$ cat src/design/slcd_pkg.sv
//********************
// shared types and escape codes for the serial LCD test path
// referenced by scoped name from the design modules
//********************

package slcd_pkg;

	localparam int msg_max = 16;	// longest message in characters

	typedef logic [7:0] lcd_byte_t;	// one byte on the SPI link
	typedef logic [2:0] byte_idx_t;	// byte position inside one command
	typedef logic [4:0] cmd_idx_t;	// command position inside the sequence

	typedef enum logic [1:0] {
		op_enable,
		op_home,
		op_clear,
		op_char
	} lcd_op_t;

	typedef struct packed {
		lcd_op_t   op;
		lcd_byte_t ch;	// only used by op_char
	} lcd_cmd_t;

	// escape sequences, first byte in the top bits
	localparam logic [31:0] esc_enable = {8'h1b, "[3e"};
	localparam logic [47:0] esc_home   = {8'h1b, "[0;0H"};
	localparam logic [23:0] esc_clear  = {8'h1b, "[j"};

	typedef enum logic [1:0] {
		seq_gap,
		seq_init,
		seq_req,
		seq_done
	} seq_state_t;

	typedef enum logic [1:0] {
		enc_idle,
		enc_wait,
		enc_drain,
		enc_ack
	} enc_state_t;

	typedef enum logic [1:0] {
		spi_idle,
		spi_shift,
		spi_last
	} spi_state_t;

endpackage
$ cat src/design/slcd_top.sv
//********************
// serial LCD test top level
// button debounce, message sequencer, encoder, SPI link
//********************

`timescale 1ns/10ps

module slcd_top #(
	// first character in the top byte, unused bytes at the bottom
	parameter logic [8*slcd_pkg::msg_max-1:0] msg_text = {"hello world", 40'h0},
	parameter int msg_len        = 11,
	parameter int debounce_ticks = 8
) (
	input  logic lcdclk,
	input  logic rst,
	input  logic btn,
	output logic ss,
	output logic mosi,
	output logic sclk,
	output logic done
);

	logic                btn_stable;
	logic                init;
	logic                req;
	logic                ack;
	slcd_pkg::lcd_cmd_t  cmd;
	logic                load;
	slcd_pkg::lcd_byte_t tx_byte;
	logic                byte_done;

	pb_debounce #(.debounce_ticks(debounce_ticks)) pb_debounce_inst (
		.lcdclk(lcdclk), .rst(rst), .btn(btn), .btn_stable(btn_stable)
	);

	slcd_msg_seq #(.msg_text(msg_text), .msg_len(msg_len)) slcd_msg_seq_inst (
		.lcdclk(lcdclk), .rst(rst), .btn_stable(btn_stable), .init(init),
		.req(req), .cmd(cmd), .ack(ack), .done(done)
	);

	slcd_cmd_encoder slcd_cmd_encoder_inst (
		.lcdclk(lcdclk), .rst(rst), .init(init), .req(req), .cmd(cmd), .ack(ack),
		.load(load), .tx_byte(tx_byte), .byte_done(byte_done)
	);

	slcd_spi_tx slcd_spi_tx_inst (
		.lcdclk(lcdclk), .rst(rst), .load(load), .tx_byte(tx_byte),
		.byte_done(byte_done), .ss(ss), .mosi(mosi), .sclk(sclk)
	);

endmodule

$ cat src/design/slcd_spi_tx.sv
//********************
// SPI mode 0 transmitter, MSB first
// one slave-select frame per load strobe
//********************

`timescale 1ns/10ps

module slcd_spi_tx (
	input  logic                lcdclk,
	input  logic                rst,
	input  logic                load,
	input  slcd_pkg::lcd_byte_t tx_byte,
	output logic                byte_done,
	output logic                ss,
	output logic                mosi,
	output logic                sclk
);

	slcd_pkg::spi_state_t state;
	slcd_pkg::lcd_byte_t  shreg;
	logic [2:0]           bit_cnt;
	logic                 phase;	// 0 = sclk low half, 1 = high half

	assign mosi = shreg[7];

	always_ff @(posedge lcdclk) begin
		if (rst) begin
			state     <= slcd_pkg::spi_idle;
			shreg     <= '0;
			bit_cnt   <= '0;
			phase     <= 1'b0;
			ss        <= 1'b1;
			sclk      <= 1'b0;
			byte_done <= 1'b0;
		end else begin
			byte_done <= 1'b0;
			case (state)
				slcd_pkg::spi_idle: begin
					if (load) begin
						shreg   <= tx_byte;	// first bit on mosi as ss falls
						bit_cnt <= 3'd7;
						phase   <= 1'b0;
						ss      <= 1'b0;
						state   <= slcd_pkg::spi_shift;
					end
				end
				slcd_pkg::spi_shift: begin
					if (!phase) begin
						sclk  <= 1'b1;
						phase <= 1'b1;
					end else begin
						sclk  <= 1'b0;
						phase <= 1'b0;
						if (bit_cnt == 3'd0) begin
							state <= slcd_pkg::spi_last;
						end else begin
							bit_cnt <= bit_cnt - 1'b1;
							shreg   <= {shreg[6:0], 1'b0};	// next bit while sclk low
						end
					end
				end
				default: begin	// close the frame
					ss        <= 1'b1;
					byte_done <= 1'b1;
					shreg     <= '0;
					state     <= slcd_pkg::spi_idle;
				end
			endcase
		end
	end

	sclk_in_frame_a: assert property (@(posedge lcdclk) disable iff (rst)
		$changed(sclk) |-> !ss && !$past(ss));

endmodule

$ cat src/design/slcd_cmd_encoder.sv
//********************
// command encoder: turns one command into its escape bytes
// hands them to the SPI transmitter one frame at a time
//********************

`timescale 1ns/10ps

module slcd_cmd_encoder (
	input  logic                lcdclk,
	input  logic                rst,
	input  logic                init,
	input  logic                req,
	input  slcd_pkg::lcd_cmd_t  cmd,
	output logic                ack,
	output logic                load,
	output slcd_pkg::lcd_byte_t tx_byte,
	input  logic                byte_done
);

	slcd_pkg::enc_state_t state;
	slcd_pkg::byte_idx_t  idx;
	slcd_pkg::byte_idx_t  last_idx;

	function automatic slcd_pkg::lcd_byte_t byte_at(slcd_pkg::lcd_cmd_t c,
			slcd_pkg::byte_idx_t i);
		case (c.op)
			slcd_pkg::op_enable: return slcd_pkg::esc_enable[8*(3-i) +: 8];
			slcd_pkg::op_home:   return slcd_pkg::esc_home[8*(5-i) +: 8];
			slcd_pkg::op_clear:  return slcd_pkg::esc_clear[8*(2-i) +: 8];
			default:             return c.ch;
		endcase
	endfunction

	always_comb begin
		case (cmd.op)
			slcd_pkg::op_enable: last_idx = 3'd3;
			slcd_pkg::op_home:   last_idx = 3'd5;
			slcd_pkg::op_clear:  last_idx = 3'd2;
			default:             last_idx = 3'd0;
		endcase
	end

	always_ff @(posedge lcdclk) begin
		if (rst) begin
			state <= slcd_pkg::enc_idle;
			idx   <= '0;
			load  <= 1'b0;
			ack   <= 1'b0;
		end else begin
			load <= 1'b0;
			ack  <= 1'b0;
			case (state)
				slcd_pkg::enc_idle: begin
					if (req) begin
						load    <= 1'b1;
						tx_byte <= byte_at(cmd, idx);
						state   <= slcd_pkg::enc_wait;
					end
				end
				slcd_pkg::enc_wait: begin
					if (!req) begin	// request withdrawn, let the frame finish
						state <= byte_done ? slcd_pkg::enc_idle : slcd_pkg::enc_drain;
					end else if (byte_done) begin
						if (idx == last_idx) begin
							ack   <= 1'b1;
							state <= slcd_pkg::enc_ack;
						end else begin
							idx     <= idx + 1'b1;
							load    <= 1'b1;
							tx_byte <= byte_at(cmd, idx + 1'b1);
						end
					end
				end
				slcd_pkg::enc_drain: if (byte_done) state <= slcd_pkg::enc_idle;
				default: state <= slcd_pkg::enc_idle;	// req drops next cycle
			endcase
			if (init)
				idx <= '0;
		end
	end

	// one byte in flight: no new load until the transmitter reports done
	one_frame_a: assert property (@(posedge lcdclk) disable iff (rst)
		load |=> !load until byte_done);

endmodule

$ cat src/design/slcd_msg_seq.sv
//********************
// message sequencer: enable, home, clear, then each character
// one init pulse and one held request per command
//********************

`timescale 1ns/10ps

module slcd_msg_seq #(
	parameter logic [8*slcd_pkg::msg_max-1:0] msg_text = '0,
	parameter int msg_len = 1
) (
	input  logic                lcdclk,
	input  logic                rst,
	input  logic                btn_stable,
	output logic                init,
	output logic                req,
	output slcd_pkg::lcd_cmd_t  cmd,
	input  logic                ack,
	output logic                done
);

	slcd_pkg::seq_state_t state;
	slcd_pkg::cmd_idx_t   cmd_idx;

	// command for a sequence position; characters read left to right
	function automatic slcd_pkg::lcd_cmd_t cmd_at(slcd_pkg::cmd_idx_t i);
		slcd_pkg::lcd_cmd_t c;
		int ci;
		c.op = slcd_pkg::op_char;
		c.ch = '0;
		case (i)
			5'd0: c.op = slcd_pkg::op_enable;
			5'd1: c.op = slcd_pkg::op_home;
			5'd2: c.op = slcd_pkg::op_clear;
			default: begin
				ci   = int'(i) - 3;
				c.ch = msg_text[8*(slcd_pkg::msg_max-1-ci) +: 8];
			end
		endcase
		return c;
	endfunction

	always_ff @(posedge lcdclk) begin
		if (rst || btn_stable) begin	// button held, restart from the top
			state   <= slcd_pkg::seq_gap;
			cmd_idx <= '0;
			init    <= 1'b0;
			req     <= 1'b0;
			done    <= 1'b0;
		end else begin
			case (state)
				slcd_pkg::seq_gap: begin
					init  <= 1'b1;
					state <= slcd_pkg::seq_init;
				end
				slcd_pkg::seq_init: begin
					init  <= 1'b0;
					req   <= 1'b1;
					cmd   <= cmd_at(cmd_idx);
					state <= slcd_pkg::seq_req;
				end
				slcd_pkg::seq_req: begin
					if (ack) begin
						req <= 1'b0;
						if (cmd_idx == slcd_pkg::cmd_idx_t'(msg_len + 2)) begin
							done  <= 1'b1;	// last character taken
							state <= slcd_pkg::seq_done;
						end else begin
							cmd_idx <= cmd_idx + 1'b1;
							state   <= slcd_pkg::seq_gap;	// one idle cycle
						end
					end
				end
				default: state <= slcd_pkg::seq_done;	// hold until restart
			endcase
		end
	end

	// a request ends on an acknowledge or on a button restart
	req_fall_a: assert property (@(posedge lcdclk) disable iff (rst)
		$fell(req) |-> $past(ack) || $past(btn_stable));

	cmd_stable_a: assert property (@(posedge lcdclk) disable iff (rst)
		req && $past(req) |-> $stable(cmd));

endmodule

$ cat src/design/pb_debounce.sv
//********************
// push-button synchronizer and debouncer
// btn_stable follows btn once it has settled
//********************

`timescale 1ns/10ps

module pb_debounce #(
	parameter int debounce_ticks = 8
) (
	input  logic lcdclk,
	input  logic rst,
	input  logic btn,
	output logic btn_stable
);

	logic [1:0] sync;	// two-stage synchronizer
	logic [$clog2(debounce_ticks+1)-1:0] cnt;

	always_ff @(posedge lcdclk) begin
		if (rst) begin
			sync       <= '0;
			cnt        <= '0;
			btn_stable <= 1'b0;
		end else begin
			sync <= {sync[0], btn};
			if (sync[1] != btn_stable) begin
				if (cnt == debounce_ticks - 1) begin
					btn_stable <= sync[1];	// settled long enough
					cnt        <= '0;
				end else begin
					cnt <= cnt + 1'b1;
				end
			end else begin
				cnt <= '0;	// bounce, start over
			end
		end
	end

endmodule

$ cat config.mk
export PLATFORM = sky130hd
export DESIGN_NAME = slcd_top
export DESIGN_NICKNAME = d
export VERILOG_FILES = /design/src/design/slcd_pkg.sv /design/src/design/slcd_top.sv /design/src/design/slcd_spi_tx.sv /design/src/design/slcd_cmd_encoder.sv /design/src/design/slcd_msg_seq.sv /design/src/design/pb_debounce.sv
export SDC_FILE = /design/constraint.sdc
export NUM_CORES = 1
export LEC_CHECK = 0
export BUFFER_PORTS_ARGS = -buffer_cell sky130_fd_sc_hd__buf_2
export CORE_ASPECT_RATIO = 1.5
export CORE_UTILIZATION = 50
export DETAILED_ROUTE_END_ITERATION = 8
export PLACE_DENSITY = 0.66
export SLEW_MARGIN = 20
export SYNTH_ARGS = -nofsm -noshare
export SYNTH_HDL_FRONTEND = slang
export SYNTH_SLANG_ARGS = --single-unit
$ cat constraint.sdc
create_clock -name lcdclk -period 3 [get_ports lcdclk]
set_input_delay 0 -clock lcdclk [delete_from_list [all_inputs] [get_ports lcdclk]]
set_output_delay 0 -clock lcdclk [all_outputs]
set_load 0.05 [all_outputs]
==> results.ini <==
[synthesis]
synth-xor-area-share_pct = 5.26
synth_compound_area_share_pct = 15.1
syn-cell-area_mm2 = 0.00331
yosys.area_share.simple_pct = 24.7
ys.flop_type = dfxtp_1
synth_cells = 375
ys_ff_latch = 58
synth_fa_ha_area_share_pct = 5.68
synth_top_family_by_area = simple AND/OR/NAND/NOR gates
avgSynthCellArea_um2 = 8.82
syn_nets = 393
async_flop_share_pct = 0
yosysSeqAreaShare_pct = 40.3
synth_edf_count = 17
yosys_warnings = 0
yosys-mux-area-fraction_pct = 3.67
synthDistinctLibCells = 64

[power_and_ir_drop]
seq_power_share_pct = 47.3
switching_share_pct = 24.4
power_switching_uw = 450
combPwrFrac_pct = 8.0
power_mw = 1.84
ir_drop_uv = 321
power.leakage_nw = 1.37
powerDensity_mw_per_mm2 = 509
clkPwrFrac_pct = 44.7
power.internal_mw = 1.39

[clock_tree]
cts_tree = done
clock-sinks = 58
root_buffer = clkbuf_8
post_cts_buffers = 0
clk_pin_slew_worst_paths_ns = 0.08
htree_levels = 3
numCtsBuffers = 9
worstSkewPairLatency_ns = 0.33
cts.path.max_buffers = 2

[min_path]
min_path_type = input port to register
holdCritStartpoint = rst

[placement]
hpwl_mm = 5.49
gp_congestion = 1.01
portBuffers = 6

[run_status]
status = completed

[critical_path]
critPathLaunchType = register
cp-end-kind = register
critPathMaxFanout = 7
worstPathArrival_ns = 2.65
crit_type = register to register
critPathLaunch = slcd_cmd_encoder_inst.idx[1]$_SDFFE_PP0P_
required_ns = 3.12
reg2reg_from = slcd_cmd_encoder_inst.idx[1]$_SDFFE_PP0P_

[sta]
tns_ns = 0
slew_headroom_pct = 51.6
fmax_ghz = 0.395
setup_viol = 0
fin_crit_ns = 2.53
rsz0062_at_grt = false
worstMarginPinSlew_ns = 0.723
period_share_pct = 84.5
slew_violations = 0
skew_ns = 0.0120
finalHoldViolCount = 0

[layout]
ff_latch_area_mm2 = 0.00133
drive_gt1_share_pct = 11.2
fill_cells = 589
multi_input_area_mm2 = 0.00180
area.growth.synth_to_final_pct = 9.61
diodes = 0
fin_nets = 397

[routing]
avgRoutedWirePerCell_um = 15.8
drt_pass1_iterations = 4
antenna_left = 0
first_iter_violations = 126
drc = 0
viasPerCell = 5.82
routed_wl_mm = 7.22
vias = 2667

[job]
cap_violations = 0

[die]
die_h_um = 102
die_w_um = 68.4
pin_count = 7
die_area_mm2 = 0.00695
start_util_pct = 52.8
core-area_mm2 = 0.00626
fp-row-count = 35

[global_route]
antenna_found_initial = 0
use_met2_pct = 42.2
grt_pass1_wl_mm = 11.4
grt_max_degree = 29
track_usage_pct = 22.5
use_met1_pct = 21.5
grt_pass1_vias = 2520
overflow = 0
grt_use_met3_pct = 3.83
grt.busiest_layer = met2

==> cell families (layout without fill, tap and decap cells) <==
logic type	after synthesis	count (layout)
buffers and inverters	37	46
DFF	58	58
AOI/OAI and AO/OA	80	80
other	1	1
muxes	12	12
xor gates and xnor gates	16	16
adders and majority gates	15	15
and+or+nand+nor	156	156
==> layer usage <==
layer | up-vias | wire length (um)
met2 | 35 | 3960
met1 | 1273 | 2860
li1 | 1343 | -
met4 | 0 | 278
met3 | 16 | 116
met5 | - | 0
==> power groups by stage <==
stage	Clock [mW]	Combinational [mW]	Sequential, mW
5_1_grt	0.877	0.167	0.877
3_5_place_dp	0	0.147	0.890
6_report	0.824	0.147	0.872
4_1_cts	0.845	0.149	0.872
3_3_place_gp	0	0.145	0.888
2_1_floorplan	0	0.114	0.885
==> final cells by class <==
| class | instances | share of cell area, % |
|---|---|---|
| clock buffers | 11 | 4.80 |
| clock inverters | 5 | 1.80 |
| inverters | 15 | 1.55 |
| multi-input cells | 280 | 49.8 |
| flip-flops and latches | 58 | 36.7 |
| well taps | 74 | 2.56 |
| repair buffers | 15 | 2.76 |
==> synthesized netlist by cell type (3+ instances only) <==
cell       n  area, um^2
buf_2     10        50.1
a21oi_1   29         145
o21ai_0   18        90.1
nor2b_1    8        50.1
and2_1     3        18.8
ha_1      15         188
buf_4      3        22.5
xor2_1     7        61.3
inv_1     14        52.6
dfxtp_1   41         821
a211oi_1   3        22.5
nor4_1     3        18.8
or2_2      4        25.0
and3_1     4        25.0
or3_1      3        18.8
nand3_1    9        45.0
nand2b_1   5        31.3
edfxtp_1  17         510
a221oi_1   4        35.0
xnor2_1    7        61.3
mux2i_1   11         110
a31oi_1    4        25.0
clkbuf_1   7        26.3
nor3b_1    4        30.0
nor2_1    47         176
nor3_1    22         110
nand2_1   26        97.6
==> flip-flops by register name, indices dropped and copies added, names as in the netlist, 2 cells and up <==
signal                         cells
slcd_msg_seq_inst.cmd              9
slcd_cmd_encoder_inst.tx_byte      8
slcd_spi_tx_inst.shreg             8
slcd_msg_seq_inst.cmd_idx          5
pb_debounce_inst.cnt               4
slcd_cmd_encoder_inst.idx          3
slcd_spi_tx_inst.bit_cnt           3
pb_debounce_inst.sync              2
slcd_cmd_encoder_inst.state        2
slcd_msg_seq_inst.state            2
slcd_spi_tx_inst.state             2
==> final timing paths <==
path | end | slack (ns) | cells after the start
worst max-delay path | slcd_cmd_encoder_inst.tx_byte[4]$_DFFE_PP_ | 0.47 | 8
worst min register to register | slcd_spi_tx_inst.ss$_SDFFE_PP1P_ | 0.45 | 2
worst max register to register | slcd_cmd_encoder_inst.tx_byte[4]$_DFFE_PP_ | 0.47 | 8
worst min-delay path | slcd_spi_tx_inst.shreg[7]$_SDFFE_PP0P_ | 0.14 | 2
==> cells in the final DEF, fill, tap and decap left out, types with 3 or more instances in the layout <==
cell type	count
buf_2	6
nor3_1	22
edfxtp_1	17
buf_4	8
clkinv_4	3
xor2_1	7
clkbuf_8	9
nand2b_1	5
nor4_1	3
dfxtp_1	41
a31oi_1	4
a221oi_1	4
or2_2	4
mux2i_1	11
or3_1	3
ha_1	15
inv_1	14
a21oi_1	29
a211oi_1	3
xnor2_1	7
and3_1	4
nor3b_1	4
nand2_1	26
nor2_1	47
nor2b_1	8
and2_1	3
nand3_1	9
o21ai_0	18
==> repair_timing <==
action | CTS | global route
gates resized for setup | 0 | 0
hold buffers | 1 | 0
hold endpoints to repair | 1 | 0
==> through the flow <==
stage                     utilization, %  cells  instance area [um^2]  hold WS (ns)  setup WS, ns
after floorplan                        -    375                  3310         0.128         0.572
final                               57.9    458                  3620         0.143         0.466
after global placement              53.9    441                  3370         0.220         0.596
after CTS                           57.9    458                  3620         0.129         0.504
after global routing                57.9    458                  3620         0.154         0.299
after detailed placement            53.9    441                  3370         0.238         0.518
==> critical path, stage by stage (launching register included) <==
cell	delay [ns]
dfxtp_1	0.44
ha_1	0.41
xnor2_4	0.21
inv_2	0.06
ha_1	0.24
or3_1	0.36
a21boi_1	0.14
o21ai_1	0.09
a221oi_1	0.37
No activity file was read; power rests on OpenSTA's default activity.
